`src/source/mem_arb_pkg.sv`:
```
`default_nettype none

package mem_arb_pkg;

	// Core-side address and store word
	typedef logic [31:0] addr_t;
	typedef logic [31:0] word_t;

	// The memory returns a whole 64-bit line per response
	typedef logic [63:0] line_t;

	typedef logic [31:0] pdt_t;
	typedef logic [27:0] mmu_flags_t;
	typedef logic [1:0] mmu_mode_t;
	typedef logic [1:0] order_t;

	// Owner of an outstanding load or fetch
	typedef enum logic {
		SRC_INST = 1'b0,
		SRC_DATA = 1'b1
	} req_src_t;

	// Access size used by every instruction fetch
	localparam order_t FETCH_ORDER = 2'd2;

endpackage

`default_nettype wire

```
`src/source/match_if.sv`:
```
`timescale 1ns/1ps
`default_nettype none

interface match_if
	import mem_arb_pkg::*;
();

	// Push side, driven by the request arbiter
	logic wr_req;
	req_src_t wr_type;
	logic wr_full;

	// Pop side, head of queue seen by the router
	logic rd_req;
	logic rd_valid;
	req_src_t rd_type;

	modport writer (
		output wr_req,
		output wr_type,
		input wr_full
	);

	modport reader (
		output rd_req,
		input rd_valid,
		input rd_type
	);

	modport queue (
		input wr_req,
		input wr_type,
		output wr_full,
		input rd_req,
		output rd_valid,
		output rd_type
	);

endinterface

`default_nettype wire

```
`src/source/req_arbiter.sv`:
```
`timescale 1ns/1ps
`default_nettype none

module req_arbiter
	import mem_arb_pkg::*;
(
	input wire iCLOCK,
	input wire inRESET,
	// Data side request
	input wire data_req,
	input wire order_t data_order,
	input wire data_rw,
	input wire mmu_mode_t data_mmu_mode,
	input wire pdt_t data_pdt,
	input wire addr_t data_addr,
	input wire word_t data_data,
	// Instruction side request
	input wire inst_req,
	input wire mmu_mode_t inst_mmu_mode,
	input wire pdt_t inst_pdt,
	input wire addr_t inst_addr,
	// Locks
	input wire memory_lock,
	output logic data_lock,
	output logic inst_lock,
	// Memory request bus
	output logic memory_req,
	output logic memory_store_ack,
	output mmu_mode_t memory_mmu_mode,
	output pdt_t memory_pdt,
	output order_t memory_order,
	output logic memory_rw,
	output addr_t memory_addr,
	output word_t memory_data,
	// Tag push into the match queue
	match_if.writer match_wr
);

	logic common_lock;
	logic data_sel;
	logic inst_sel;
	logic data_store;

	// Memory stall or no room left to track another response
	assign common_lock = memory_lock || match_wr.wr_full;

	// Data side always wins
	assign data_sel = data_req;
	assign inst_sel = inst_req && !data_req;
	assign data_store = data_sel && data_rw;

	assign data_lock = common_lock || inst_sel;
	assign inst_lock = common_lock || data_sel;

	// Stores are acknowledged directly, so only loads and fetches get a tag
	assign match_wr.wr_req = !common_lock && (inst_sel || (data_sel && !data_rw));
	assign match_wr.wr_type = data_sel ? SRC_DATA : SRC_INST;

	// Request strobe and store flag
	always_ff @(posedge iCLOCK or negedge inRESET) begin
		if (!inRESET) begin
			memory_req <= 1'b0;
			memory_store_ack <= 1'b0;
		end else if (!common_lock) begin
			memory_req <= data_sel || inst_sel;
			memory_store_ack <= data_store;
		end
	end

	// Request payload, held while locked
	always_ff @(posedge iCLOCK) begin
		if (!common_lock) begin
			if (data_sel) begin
				memory_mmu_mode <= data_mmu_mode;
				memory_pdt <= data_pdt;
				memory_order <= data_order;
				memory_rw <= data_rw;
				memory_addr <= data_addr;
				memory_data <= data_data;
			end else if (inst_sel) begin
				// Fetch is always a read of fixed size
				memory_mmu_mode <= inst_mmu_mode;
				memory_pdt <= inst_pdt;
				memory_order <= FETCH_ORDER;
				memory_rw <= 1'b0;
				memory_addr <= inst_addr;
				memory_data <= '0;
			end
		end
	end

endmodule

`default_nettype wire

```
`src/source/match_queue.sv`:
```
`timescale 1ns/1ps
`default_nettype none

module match_queue
	import mem_arb_pkg::*;
#(
	parameter int QUEUE_DEPTH = 16,
	parameter int QUEUE_DEPTH_N = 4
) (
	input wire iCLOCK,
	input wire inRESET,
	match_if.queue match_q
);

	// Extra MSB tells a full queue from an empty one
	typedef logic [QUEUE_DEPTH_N:0] ptr_t;
	typedef logic [QUEUE_DEPTH_N-1:0] idx_t;

	req_src_t tag_mem [QUEUE_DEPTH];
	ptr_t wr_ptr;
	ptr_t rd_ptr;
	idx_t wr_idx;
	idx_t rd_idx;
	logic empty;
	logic full;
	logic push;
	logic pop;

	assign wr_idx = wr_ptr[QUEUE_DEPTH_N-1:0];
	assign rd_idx = rd_ptr[QUEUE_DEPTH_N-1:0];

	// Same index, wrap bits differ
	assign full = (wr_ptr[QUEUE_DEPTH_N] != rd_ptr[QUEUE_DEPTH_N]) && (wr_idx == rd_idx);
	assign empty = (wr_ptr == rd_ptr);

	assign push = match_q.wr_req && !full;
	assign pop = match_q.rd_req && !empty;

	assign match_q.wr_full = full;

	// Head entry shown whenever something is queued
	assign match_q.rd_valid = !empty;
	assign match_q.rd_type = tag_mem[rd_idx];

	// Pointers
	always_ff @(posedge iCLOCK or negedge inRESET) begin
		if (!inRESET) begin
			wr_ptr <= '0;
			rd_ptr <= '0;
		end else begin
			if (push) begin
				wr_ptr <= wr_ptr + 1'b1;
			end
			if (pop) begin
				rd_ptr <= rd_ptr + 1'b1;
			end
		end
	end

	// Tag storage
	always_ff @(posedge iCLOCK) begin
		if (push) begin
			tag_mem[wr_idx] <= match_q.wr_type;
		end
	end

endmodule

`default_nettype wire

```
`src/source/rsp_router.sv`:
```
`timescale 1ns/1ps
`default_nettype none

module rsp_router
	import mem_arb_pkg::*;
(
	input wire iCLOCK,
	input wire inRESET,
	// Memory response bus
	input wire memory_valid,
	input wire memory_store_ack,
	input wire line_t memory_data,
	input wire mmu_flags_t memory_flags,
	// Back-pressure from each side
	input wire inst_busy,
	input wire data_busy,
	// Instruction side response
	output logic inst_rsp_valid,
	output line_t inst_rsp_data,
	output mmu_flags_t inst_rsp_flags,
	// Data side response
	output logic data_rsp_valid,
	output line_t data_rsp_data,
	output mmu_flags_t data_rsp_flags,
	// Head of the match queue
	match_if.reader match_rd
);

	logic load_rsp;
	logic head_data;
	logic inst_hit;
	logic data_hit;
	logic store_hit;
	logic inst_valid_q;
	logic data_valid_q;

	// A load or fetch response belongs to the oldest queued tag
	assign load_rsp = memory_valid && !memory_store_ack && match_rd.rd_valid;
	assign head_data = (match_rd.rd_type == SRC_DATA);

	assign inst_hit = load_rsp && !head_data && !inst_busy;
	assign data_hit = load_rsp && head_data && !data_busy;

	// Store acks bypass the queue
	assign store_hit = memory_valid && memory_store_ack && !data_busy;

	// Pop only when the owner can take it
	assign match_rd.rd_req = inst_hit || data_hit;

	// Valid flags hold while the side is busy
	always_ff @(posedge iCLOCK or negedge inRESET) begin
		if (!inRESET) begin
			inst_valid_q <= 1'b0;
			data_valid_q <= 1'b0;
		end else begin
			if (!inst_busy) begin
				inst_valid_q <= inst_hit;
			end
			if (!data_busy) begin
				data_valid_q <= data_hit || store_hit;
			end
		end
	end

	// Response payload per side
	always_ff @(posedge iCLOCK) begin
		if (inst_hit) begin
			inst_rsp_data <= memory_data;
			inst_rsp_flags <= memory_flags;
		end
		if (data_hit || store_hit) begin
			data_rsp_data <= memory_data;
			data_rsp_flags <= memory_flags;
		end
	end

	// Nothing is presented to a side that is busy
	assign inst_rsp_valid = inst_valid_q && !inst_busy;
	assign data_rsp_valid = data_valid_q && !data_busy;

endmodule

`default_nettype wire

```
`src/source/memory_pipe_arbiter.sv`:
```
`timescale 1ns/1ps
`default_nettype none

module memory_pipe_arbiter
	import mem_arb_pkg::*;
#(
	parameter int QUEUE_DEPTH = 16,
	parameter int QUEUE_DEPTH_N = 4
) (
	input wire iCLOCK,
	input wire inRESET,
	// Data side, core to memory
	input wire data_req,
	output logic data_lock,
	input wire order_t data_order,
	input wire data_rw,
	input wire mmu_mode_t data_mmu_mode,
	input wire pdt_t data_pdt,
	input wire addr_t data_addr,
	input wire word_t data_data,
	// Data side, memory to core
	output logic data_rsp_valid,
	input wire data_busy,
	output line_t data_rsp_data,
	output mmu_flags_t data_rsp_flags,
	// Instruction side, core to memory
	input wire inst_req,
	output logic inst_lock,
	input wire mmu_mode_t inst_mmu_mode,
	input wire pdt_t inst_pdt,
	input wire addr_t inst_addr,
	// Instruction side, memory to core
	output logic inst_rsp_valid,
	input wire inst_busy,
	output line_t inst_rsp_data,
	output mmu_flags_t inst_rsp_flags,
	// Memory request bus
	output logic memory_req,
	input wire memory_lock,
	output logic memory_store_ack,
	output mmu_mode_t memory_mmu_mode,
	output pdt_t memory_pdt,
	output order_t memory_order,
	output logic memory_rw,
	output addr_t memory_addr,
	output word_t memory_data,
	// Memory response bus
	input wire memory_valid,
	output logic memory_busy,
	input wire memory_rsp_store_ack,
	input wire line_t memory_rsp_data,
	input wire mmu_flags_t memory_rsp_flags
);

	match_if u_match ();

	// Memory must stall if either side cannot take a response
	assign memory_busy = inst_busy || data_busy;

	req_arbiter u_req_arbiter (
		.iCLOCK(iCLOCK),
		.inRESET(inRESET),
		.data_req(data_req),
		.data_order(data_order),
		.data_rw(data_rw),
		.data_mmu_mode(data_mmu_mode),
		.data_pdt(data_pdt),
		.data_addr(data_addr),
		.data_data(data_data),
		.inst_req(inst_req),
		.inst_mmu_mode(inst_mmu_mode),
		.inst_pdt(inst_pdt),
		.inst_addr(inst_addr),
		.memory_lock(memory_lock),
		.data_lock(data_lock),
		.inst_lock(inst_lock),
		.memory_req(memory_req),
		.memory_store_ack(memory_store_ack),
		.memory_mmu_mode(memory_mmu_mode),
		.memory_pdt(memory_pdt),
		.memory_order(memory_order),
		.memory_rw(memory_rw),
		.memory_addr(memory_addr),
		.memory_data(memory_data),
		.match_wr(u_match.writer)
	);

	match_queue #(
		.QUEUE_DEPTH(QUEUE_DEPTH),
		.QUEUE_DEPTH_N(QUEUE_DEPTH_N)
	) u_match_queue (
		.iCLOCK(iCLOCK),
		.inRESET(inRESET),
		.match_q(u_match.queue)
	);

	rsp_router u_rsp_router (
		.iCLOCK(iCLOCK),
		.inRESET(inRESET),
		.memory_valid(memory_valid),
		.memory_store_ack(memory_rsp_store_ack),
		.memory_data(memory_rsp_data),
		.memory_flags(memory_rsp_flags),
		.inst_busy(inst_busy),
		.data_busy(data_busy),
		.inst_rsp_valid(inst_rsp_valid),
		.inst_rsp_data(inst_rsp_data),
		.inst_rsp_flags(inst_rsp_flags),
		.data_rsp_valid(data_rsp_valid),
		.data_rsp_data(data_rsp_data),
		.data_rsp_flags(data_rsp_flags),
		.match_rd(u_match.reader)
	);

endmodule

`default_nettype wire

```
`config.mk`:
```
export PLATFORM = sky130hd
export DESIGN_NAME = memory_pipe_arbiter
export DESIGN_NICKNAME = d
export VERILOG_FILES = /design/src/source/mem_arb_pkg.sv /design/src/source/match_if.sv /design/src/source/req_arbiter.sv /design/src/source/match_queue.sv /design/src/source/rsp_router.sv /design/src/source/memory_pipe_arbiter.sv
export SDC_FILE = /design/constraint.sdc
export NUM_CORES = 1
export LEC_CHECK = 0
export BUFFER_PORTS_ARGS = -buffer_cell sky130_fd_sc_hd__buf_2
export CAP_MARGIN = 40
export CORE_MARGIN = 2
export CORE_UTILIZATION = 25
export CTS_CLUSTER_DIAMETER = 40
export DETAILED_ROUTE_END_ITERATION = 6
export GPL_TIMING_DRIVEN = 0
export PLACE_DENSITY_LB_ADDON = 0.25
export SKIP_CTS_REPAIR_TIMING = 1
export SLEW_MARGIN = 20
export SYNTH_ARGS = -nofsm -noshare
export SYNTH_HDL_FRONTEND = slang
export SYNTH_SLANG_ARGS = --single-unit
```
`constraint.sdc`:
```
create_clock -name iCLOCK -period 8.22 [get_ports iCLOCK]
set_clock_uncertainty 0.2 [all_clocks]
set_input_delay 1.644 -clock iCLOCK [delete_from_list [all_inputs] [get_ports iCLOCK]]
set_output_delay 1.644 -clock iCLOCK [all_outputs]
set_load 0.02 [all_outputs]
```
After elaboration in Yosys (flattened, before gate mapping)
Memory sizes are Yosys's and may differ from the RTL's.
Cells that the tools add are included.

word-level totals
  memory bits (writable) = 16
  latch bits = 0
  word-level logic and storage cells = 74
  memories = 1
  bits in read-only memories = 0
  register bits = 299

operators by class
  shifts and indexed selects = 0
  bitwise logic cells = 1
  mux-type cells = 15
  multiply operators = 0
  reductions and logical operators = 36
  div/mod/pow operators = 0
  $lt $le $gt $ge = 0
  add/subtract/negate cells = 2
  equal/unequal tests = 3

memories
  memory                 depth  bits a word  read ports  clocked after Yosys merged registers in  write ports  line               text
  u_match_queue.tag_mem  16     1            1           0                                        1            match_queue.sv:19  req_src_t tag_mem [QUEUE_DEPTH];

operators with widths
  kind                                                           count
  32-bit two-way mux                                             6
  1-bit logical AND                                              17
  5-bit by 1-bit adder with 5-bit output, second input constant  2
  1-bit zero test                                                9
  1-bit logical OR                                               8
  2-bit two-way mux                                              4
  5-bit == test                                                  1
  1-bit two-way mux                                              5
  4-bit == test                                                  1
  2-bit AND reduction                                            1
  2-bit nonzero test                                             1
  1-bit != test                                                  1
  1-bit NOT                                                      1

Depth between registers and ports, before layout
Gate-level depths: netlist of run 1.

  depth in word-level cells = 8
  gate-level depth with buffers = 7
  gate-level depth less buffers = 5

Modules after synthesis
From an unflattened synthesis of run 1, not the netlist that was laid out.

unflattened totals
  cells, all modules = 532
  area total of the unflattened synthesis = 11,392.2 sq um

by module, submodules not included
  module               area an instance (sq um)  times used  seq. area each (sq um)  cells an instance
  rsp_router           5,671.7                   1           5,575.3                 199
  req_arbiter          4,294.1                   1           3,083.0                 227
  match_queue          1,420.1                   1           730.7                   105
  memory_pipe_arbiter  6.3                       1           0.0                     1

Worst setup path before layout of run 1
No wires, ideal clock.

  kind = input-to-reg
  start point = in memory_lock
  end point = reg u_req_arbiter.memory_addr[0], enable pin
  arrival time = 6.445 ns
  buffers on the path = 0
  stages = 2
  library setup time = 0.574 ns
  required time = 7.446 ns
  slack = 1.001 ns
  cells stage by stage = a21oi_1 -> nor2b_1

on the way
  longest elaborated chain between the ends = 3

RTL lines
  item                           line                       text
  start, declared                memory_pipe_arbiter.sv:39  input wire memory_lock,
  1-bit logical OR               req_arbiter.sv:45          assign common_lock = memory_lock || match_wr.wr_full;
  1-bit NOT (no line)            --
  2-bit AND reduction (no line)  --
  end signal, assigned           req_arbiter.sv:78          memory_addr <= data_addr;
  end signal, assigned           req_arbiter.sv:86          memory_addr <= inst_addr;
  end, declared                  req_arbiter.sv:33          output addr_t memory_addr,

No other way between the ends.
A chain may end at the register's enable or synchronous reset.

Worst setup path in the final report of run 1
  start point = in data_req
  end point = out data_lock

on the way
  longest elaborated chain between the ends = 3

RTL lines
  item               line                       text
  start, declared    memory_pipe_arbiter.sv:13  input wire data_req,
  1-bit zero test    req_arbiter.sv:49          assign inst_sel = inst_req && !data_req;
  1-bit logical AND  req_arbiter.sv:49
  1-bit logical OR   req_arbiter.sv:52          assign data_lock = common_lock || inst_sel;
  end, declared      memory_pipe_arbiter.sv:14  output logic data_lock,

No other way between the ends.

==> results of run 1 <==
-- per-layer routing --
layer  vias to the layer above  share of wire [%]  global-route usage [%]
met5                         -               0.19                       0
met4                        12                3.4                    5.26
met3                        78                 10                    6.46
met2                       402                 53                    27.5
met1                      3340                 34                    14.5
li1                       3325                  -                       -
-- synthesized netlist by cell type, drive strengths merged --
cell     number
a21oi         3
a21o          1
clkbuf       14
and2         35
buf           5
and3         15
o21ai         3
nand2         4
a211oi        6
mux2i         7
nor2b         7
and2b         1
dfrtp        14
edfxtp      301
xor2          6
nor4          1
or2           1
nor3          1
nand3         4
mux4          4
nand2b        4
xnor2         8
nand4         1
inv           4
a2111oi       3
mux2         68
ha            5
nor2          4
-- worst paths after layout --
| path | end | slack, ns | from |
|---|---|---|---|
| max in group asynchronous | u_match_queue.rd_ptr[2] | 6.75 | inRESET |
| worst max-delay path | data_lock | 3.47 | data_req |
| worst min register to register | u_rsp_router.inst_valid_q | 0.28 | u_rsp_router.inst_valid_q |
| worst min-delay path | u_rsp_router.inst_valid_q | 0.28 | u_rsp_router.inst_valid_q |
| min in group asynchronous | u_rsp_router.inst_valid_q | 0.81 | inRESET |
| worst max register to register | u_req_arbiter.memory_data[22] | 5.01 | u_match_queue.rd_ptr[1] |
-- worst max-delay path, stage by stage --
cell and delay, ns:
buf_2 0.32, clkbuf_1 0.24, clkbuf_1 0.37, o21ai_0 0.15
buf_2 0.18
-- cell type report --
cell class	instances	area [sq um]
buffer	19	85.1
sequential	315	9390
antenna	10	25.0
fill	4213	27700
inverter	4	15.0
clock inverter	29	270
multi-input combinational	192	1740
clock buffer	52	1190
timing repair buffer	570	3050
tap	592	741
-- cell families (layout without fill, tap and decap cells) --
group,Yosys count,count (layout),share of synthesized area (%)
compound gates,16,16,1.03
xor+xnor,14,14,1.09
fa+ha+maj,5,5,0.558
buf+inv,23,674,0.893
flops,315,315,83.8
mux,79,79,8.54
other cells,0,10,0
simple gates,78,78,4.13
-- sequential cells by signal, indices dropped and copies added, names as in the netlist, 2 cells and up --
name                           count
u_rsp_router.data_rsp_flags       28
u_req_arbiter.memory_addr         32
u_rsp_router.data_rsp_data        64
u_match_queue.tag_mem             16
u_req_arbiter.memory_order         2
u_req_arbiter.memory_mmu_mode      2
u_req_arbiter.memory_pdt          32
u_req_arbiter.memory_data         32
u_match_queue.wr_ptr               5
u_rsp_router.inst_rsp_flags       28
u_match_queue.rd_ptr               5
u_rsp_router.inst_rsp_data        64
-- power breakdown --
group / internal, uW / leakage, uW / switching [uW] / total [uW]
registers: 1990 / 0.00298 / 57.9 / 2050
logic: 316 / 0.00307 / 548 / 864
clock network: 1150 / 0.000715 / 707 / 1850
-- metrics by stage --
stage          setup slack [ns]  util [%]  hold slack, ns  total power [uW]  cell area, sq um
2_1_floorplan              1.00         -           0.245              2600             11200
3_3_place_gp              -1.33      33.4           0.259              2940             14700
3_5_place_dp               2.92      33.9           0.267              2960             15000
6_report                   3.47      37.3           0.281              4770             16500
5_1_grt                    3.33      37.3           0.311              4970             16500
4_1_cts                    2.92      37.2           0.285              4840             16500
-- placed cells by master (no fill, tap or decap), drive strengths merged, types with 4 or more instances in the layout --
cell,count
buf,575
edfxtp,301
mux2,68
clkbuf,66
and2,35
clkinv,16
and3,15
dfrtp,14
inv,11
diode,10
xnor2,8
nor2b,7
mux2i,7
xor2,6
a211oi,6
ha,5
nand2,4
mux4,4
nand2b,4
nand3,4
nor2,4
==> impl_metrics.csv, run 1 <==
group,metric,value,unit
cts,cts_root_buf,"clkbuf_16",
place,port-buffer-count,559,
worst_hold_path,hp-class,"reg -> reg",
power,p_per_area,289,nW/um^2
worst_setup_path,r2r_cells,10,
logic_synthesis,yosys.area.top_type,"edfxtp_1",
cts,clock_path_buffers,3,
cells_and_area,syn_to_final_growth,47.2,%
timing,period_share,57.7,%
cts,clock_latency,0.55,ns
worst_setup_path,cp-start-kind,"primary input",
place,dp_hpwl,28.5,mm
logic_synthesis,syn_avg_cell_area,21.2,sq um
logic_synthesis,synth-seq-area-share,83.8,%
timing,layout_min_cycle_time,4.75,ns
worst_setup_path,path_class,"in -> out",
global_route,grt_pass1_vias,7403,
cts,htreeDepth,2,
cts,clk_pin_slew_worst_paths,0.05,ns
run,cap_viol_max_count,0,
place,dp.cells,1691,
routing,routed_via_density,4.01,
logic_synthesis,synth_fp_nets,803,
routing,first_iter_violations,325,
die,die_y,216,um
cts,cts.sinks,315,
routing,ant_nets,0,
global_route,grt_pass1_wl,49.9,mm
logic_synthesis,ys_top_cells_by_area,"edfxtp_1 81%, mux2_2 6.7%, dfrtp_1 3.1%",
die,fp-row-count,77,
cts,numCtsBuffers,46,
power,p_leak,0.00677,uW
place,place_congestion,0.789,
timing,rsz0062_at_grt,"false",
logic_synthesis,synth-seq-cells,315,
global_route,grt_overflow,0,
cells_and_area,drive_above_1_share,61.1,%
timing,timing.slew.headroom,43.5,%
worst_setup_path,cp_data_arrival_time,2.90,ns
routing,drc,0,
routing,totalWireLength,35.5,mm
die,initial_utilization,25.3,%
routing,routedWlPerCell,19.9,um
global_route,antenna_found_initial,20,
routing,vias,7157,
timing,setup_viol,0,
worst_setup_path,endpoint_kind,"output pin",
worst_hold_path,whs_path_depth,1,
logic_synthesis,syn_area,11200,sq um
die,die_area,46500,sq um
power,ir_drop,0.000147,V
logic_synthesis,synth_top_area_share,80.6,%
timing,report.final.slew_viol_count,0,
die,core,44200,sq um
timing,tightest_slew,0.848,ns
die,boundaryPins,560,
die,die_w,216,um
timing,finalHoldViolCount,0,
cells_and_area,fin_cells,1783,
cells_and_area,fin_nets,1421,
logic_synthesis,synth_cell_types,35,
global_route,grt_usage,14.8,%
logic_synthesis,syn-instance-count,530,
global_route,grt_max_degree,47,
cts,cts_tree,"done",
timing,clock.fmax,211,MHz
run_status,status,"finished clean",
worst_setup_path,required,6.38,ns
logic_synthesis,synth_warnings,0,
routing,dr.pass1.iters,4,
worst_setup_path,critPathMaxFanout,21,
timing,fin_setup_tns,0,ns
No activity file was read; power rests on OpenSTA's default activity.
==> inputs of run 2 (changes only) <==
==> constraint.sdc (replaced) <==
create_clock -name iCLOCK -period 4.9 [get_ports iCLOCK]
set_clock_uncertainty 0.2 [all_clocks]
set_input_delay 0.98 -clock iCLOCK [delete_from_list [all_inputs] [get_ports iCLOCK]]
set_output_delay 0.98 -clock iCLOCK [all_outputs]
set_load 0.02 [all_outputs]
==> impl_metrics.csv, run 2 (synthesized netlist as in run 1, its figures left out) <==
group,metric,value,unit
run_status,status,"finished clean",
timing,clock.fmax,270,MHz
cts,clk_pin_slew_worst_paths,0.06,ns
timing,period_share,75.7,%
power,p_leak,0.00696,uW
place,place_congestion,0.800,
die,boundaryPins,560,
routing,first_iter_violations,298,
cells_and_area,reg_top3,"u_rsp_router.data_rsp_data (64), u_rsp_router.inst_rsp_data (64)",
cts,clock_path_buffers,3,
routing,dr.pass1.iters,6,
run,cap_viol_max_count,0,
place,port-buffer-count,559,
cts,cts_tree,"done",
worst_setup_path,critPathMaxFanout,10,
place,dp_slack,1.41,ns
place,dp.cells,1693,
global_route,grt_pass1_wl,48.0,mm
routing,vias,7180,
timing,tightest_slew,0.652,ns
timing,finalHoldViolCount,0,
cts,numCtsBuffers,51,
routing,routed_via_density,4.01,
routing,totalWireLength,33.7,mm
cells_and_area,mostFrequentLayoutCells,"561 x buf_2, 301 x edfxtp_1, 67 x mux2_2, 53 x clkbuf_16, 35 x and2_1",
cts,cts_root_buf,"clkbuf_16",
global_route,grt_overflow,0,
die,fp-row-count,77,
worst_setup_path,endpoint_kind,"output pin",
cells_and_area,final_common_cell,"buf_2",
global_route,grt_max_degree,46,
timing,layout_min_cycle_time,3.71,ns
power,p_per_area,515,nW/um^2
die,die_area,46500,sq um
global_route,grt_usage,14.1,%
cts,clock_latency,0.55,ns
global_route,antenna_found_initial,15,
cells_and_area,syn_to_final_growth,50.6,%
routing,ant_nets,0,
timing,setup_viol,0,
die,die_y,216,um
timing,report.final.slew_viol_count,0,
cells_and_area,drive_above_1_share,61.5,%
cts,htreeDepth,2,
worst_setup_path,cp_data_arrival_time,2.53,ns
worst_hold_path,hp-class,"in -> async",
worst_setup_path,required,3.72,ns
timing,rsz0062_at_grt,"false",
power,ir_drop,0.000426,V
die,die_w,216,um
worst_setup_path,cp-start-kind,"flip-flop",
worst_setup_path,reg2reg_slack,1.64,ns
routing,routedWlPerCell,18.8,um
die,initial_utilization,25.3,%
place,dp_hpwl,26.4,mm
cells_and_area,fin_nets,1427,
cells_and_area,fin_cells,1789,
die,core,44200,sq um
timing,timing.slew.headroom,56.2,%
cts,cts.sinks,315,
routing,drc,0,
global_route,grt_pass1_vias,7504,
worst_setup_path,path_class,"reg -> out",
timing,setup_ws,1.19,ns
## run 2: cell count changes in the layout (fill, tap and decap cells not counted), sizes merged
cell	change
inv	-3
clkbuf	+4
clkinv	+4
clkinvlp	+1
bufinv	+8
buf	+1
diode	-9
## run 2: layout make-up
type                    count  area [sq um]
well taps                 592           741
clock buffers              56          1340
flip-flops and latches    315          9390
multi-input cells         192          1740
fillers                  4222         27300
diodes                      1          2.50
plain buffers              19          85.1
clock inverters            39           522
inverters                   4          15.0
repair buffers            571          3050
## run 2: worst max-delay path: stages (launching register included)
cell	delay, ns
dfrtp_1	0.38
buf_2	0.18
xor2_1	0.15
nor4_1	0.48
buf_2	0.30
a21oi_1	0.18
o21ai_0	0.12
buf_2	0.19
## run 2: report_power, final
part / switching [uW] / internal [uW] / leakage (uW)
registers: 98.8 / 3340 / 0.00298
logic: 910 / 529 / 0.00307
clock network: 1260 / 2560 / 0.000900
total: 2270 / 6430 / 0.00696
## run 2: final timing paths
| path | startpoint | cells after the start | end |
|---|---|---|---|
| setup / recovery | u_match_queue.rd_ptr[1] | 7 | data_lock |
| hold / removal | inRESET | 1 | u_rsp_router.data_valid_q |
| setup reg to reg | u_match_queue.rd_ptr[3] | 10 | u_req_arbiter.memory_data[30] |
| hold reg to reg | u_rsp_router.inst_valid_q | 1 | u_rsp_router.inst_valid_q |
| max in group asynchronous | inRESET | 1 | u_match_queue.rd_ptr[2] |
| min in group iCLOCK | u_rsp_router.inst_valid_q | 1 | u_rsp_router.inst_valid_q |
## run 2: through the flow
step | util (%) | TNS, ns | total power [uW] | area, sq um | hold WS, ns
final | 38.2 | 0 | 8700 | 16900 | 0.138
after global routing | 38.2 | 0 | 9050 | 16900 | 0.124
after CTS | 38.2 | 0 | 8820 | 16900 | 0.100
after detailed placement | 34.0 | 0 | 4950 | 15000 | 0.261
after global placement | 33.4 | -274.52 | 4910 | 14800 | 0.256
after floorplan | - | 0 | 4340 | 11200 | 0.245
## run 2: layer usage
| layer | routed length (um) | GRT usage (%) | vias to the layer above |
|---|---|---|---|
| met5 | 27 | 0 | - |
| met4 | 747 | 4.11 | 4 |
| met2 | 17100 | 24.5 | 431 |
| met3 | 3850 | 6.50 | 67 |
| met1 | 11900 | 15.2 | 3334 |
| li1 | - | - | 3344 |
==> inputs of run 3 (changes only) <==
==> constraint.sdc (replaced) <==
create_clock -name iCLOCK -period 3.21 [get_ports iCLOCK]
set_clock_uncertainty 0.2 [all_clocks]
set_input_delay 0.642 -clock iCLOCK [delete_from_list [all_inputs] [get_ports iCLOCK]]
set_output_delay 0.642 -clock iCLOCK [all_outputs]
set_load 0.02 [all_outputs]
==> impl_metrics.csv, run 3 (synthesized netlist as in run 1, its figures left out) <==
group,metric,value,unit
run_status,status,"finished clean",
timing,period_share,95.6,%
routing,routedWlPerCell,19.3,um
worst_setup_path,critPathMaxFanout,10,
global_route,use_met3,6.68,%
power,ir_drop,0.000382,V
cells_and_area,final_core_util,37.8,%
worst_setup_path,path_buf_inv,3,
worst_setup_path,cp_data_arrival_time,2.23,ns
worst_setup_path,cp-start-kind,"flip-flop",
global_route,grt_max_degree,44,
worst_hold_path,hp-class,"in -> reg",
timing,setup_viol,0,
worst_setup_path,cp_common_cell,"buf_4",
place,dp_slack,-0.208,ns
cts,numCtsBuffers,47,
place,port-buffer-count,559,
global_route,grt.met2_usage,25.1,%
cells_and_area,drive_above_1_share,62.0,%
routing,totalWireLength,34.4,mm
cells_and_area,mostFrequentLayoutCells,"559 x buf_2, 301 x edfxtp_1, 67 x mux2_2, 47 x clkbuf_16, 35 x and2_1",
global_route,grt_pass1_wl,48.4,mm
worst_setup_path,crit_path_top_delay_cell,"dfrtp_1",
cells_and_area,syn_to_final_growth,49.0,%
timing,setup_ws,0.140,ns
worst_setup_path,endpoint_kind,"output pin",
worst_setup_path,cpLargestDelayFamily,"buffers and inverters",
routing,routed_via_density,4.04,
power,p_per_area,759,nW/um^2
worst_setup_path,cpPeakStageDelay,0.38,ns
cts,clock_path_buffers,3,
cts,clk_pin_slew_worst_paths,0.06,ns
cells_and_area,final_common_cell,"buf_2",
timing,hold_slack,0.0817,ns
die,fp-row-count,77,
worst_setup_path,startpoint,"u_match_queue.rd_ptr[1]",
routing,first_iter_violations,389,
timing,report.final.slew_viol_count,0,
cells_and_area,fill_cells,4245,
routing,vias,7224,
global_route,grt_pass1_vias,7456,
power,p_total,12700,uW
routing,dr.pass1.iters,4,
routing,drc,0,
timing,fin_setup_tns,0,ns
global_route,grt_usage,14.2,%
global_route,top_usage_layer,"met2",
routing,ant_nets,0,
global_route,grt_overflow,0,
cts,cts_tree,"done",
die,die_y,216,um
timing,layout_min_cycle_time,3.07,ns
cells_and_area,fin_nets,1426,
cells_and_area,multi_input_area,1750,sq um
global_route,antenna_found_initial,19,
place,dp_hpwl,27.4,mm
timing,clock.fmax,326,MHz
cts,cts_root_buf,"clkbuf_16",
die,core,44200,sq um
die,die_area,46500,sq um
worst_setup_path,required,2.37,ns
cts,htreeDepth,2,
cells_and_area,reg_top3,"u_rsp_router.data_rsp_data (64), u_rsp_router.inst_rsp_data (64)",
worst_setup_path,crit_chain,"buf_4 > xor2_1 > nor4_2 > buf_4 > a21oi_4 > o21ai_0 > buf_2",
worst_setup_path,rr_startpoint,"u_match_queue.rd_ptr[0]",
timing,finalHoldViolCount,0,
cells_and_area,seqCellArea,9390,sq um
timing,rsz0062_at_grt,"false",
die,boundaryPins,560,
worst_setup_path,path_class,"reg -> out",
timing,tightest_slew,0.691,ns
power,p_leak,0.00685,uW
die,die_w,216,um
run,cap_viol_max_count,0,
worst_hold_path,min_from,"memory_rsp_data[9]",
cts,cts.sinks,315,
global_route,met1_usage,14.9,%
timing,timing.slew.headroom,53.6,%
cts,clock_latency,0.55,ns
place,place_congestion,0.809,
die,initial_utilization,25.3,%
run 3: path summary, 6_finish.rpt:
path,end,slack [ns],depth (start not counted)
setup / recovery,data_lock,0.14,7
max in group asynchronous,u_rsp_router.inst_valid_q,2.19,2
setup reg to reg,u_rsp_router.inst_rsp_data[40],0.17,7
hold reg to reg,u_rsp_router.inst_valid_q,0.28,1
hold / removal,u_rsp_router.data_rsp_data[9],0.08,1
min in group asynchronous,u_req_arbiter.memory_req,0.34,2
run 3: area by class of cell:
cell class	count	area share (%)
sequential	315	56.2
timing repair buffer	575	18.6
multi-input combinational	192	10.5
clock buffer	50	7.17
tap	592	4.43
clock inverter	36	2.40
buffer	18	0.517
inverter	4	0.0899
antenna	4	0.0599
run 3: stage by stage:
step / cell area, sq um / cells
after floorplan: 11200 / 530
after global placement: 14800 / 1681
after detailed placement: 15000 / 1691
after CTS: 16600 / 1777
after global routing: 16700 / 1786
final: 16700 / 1786
run 3: metal layers:
| layer | part of all wire (%) | vias to the layer above |
|---|---|---|
| met4 | 2.6 | 12 |
| met1 | 35 | 3365 |
| met3 | 11 | 79 |
| met5 | 0.20 | - |
| met2 | 51 | 426 |
| li1 | - | 3342 |
run 3: power by group:
part	leakage, uW	total (uW)	switching, uW	internal (uW)
clock	0.000770	5130	1900	3230
combinational	0.00310	2310	1440	864
sequential	0.00298	5250	155	5100
total	0.00685	12700	3490	9190
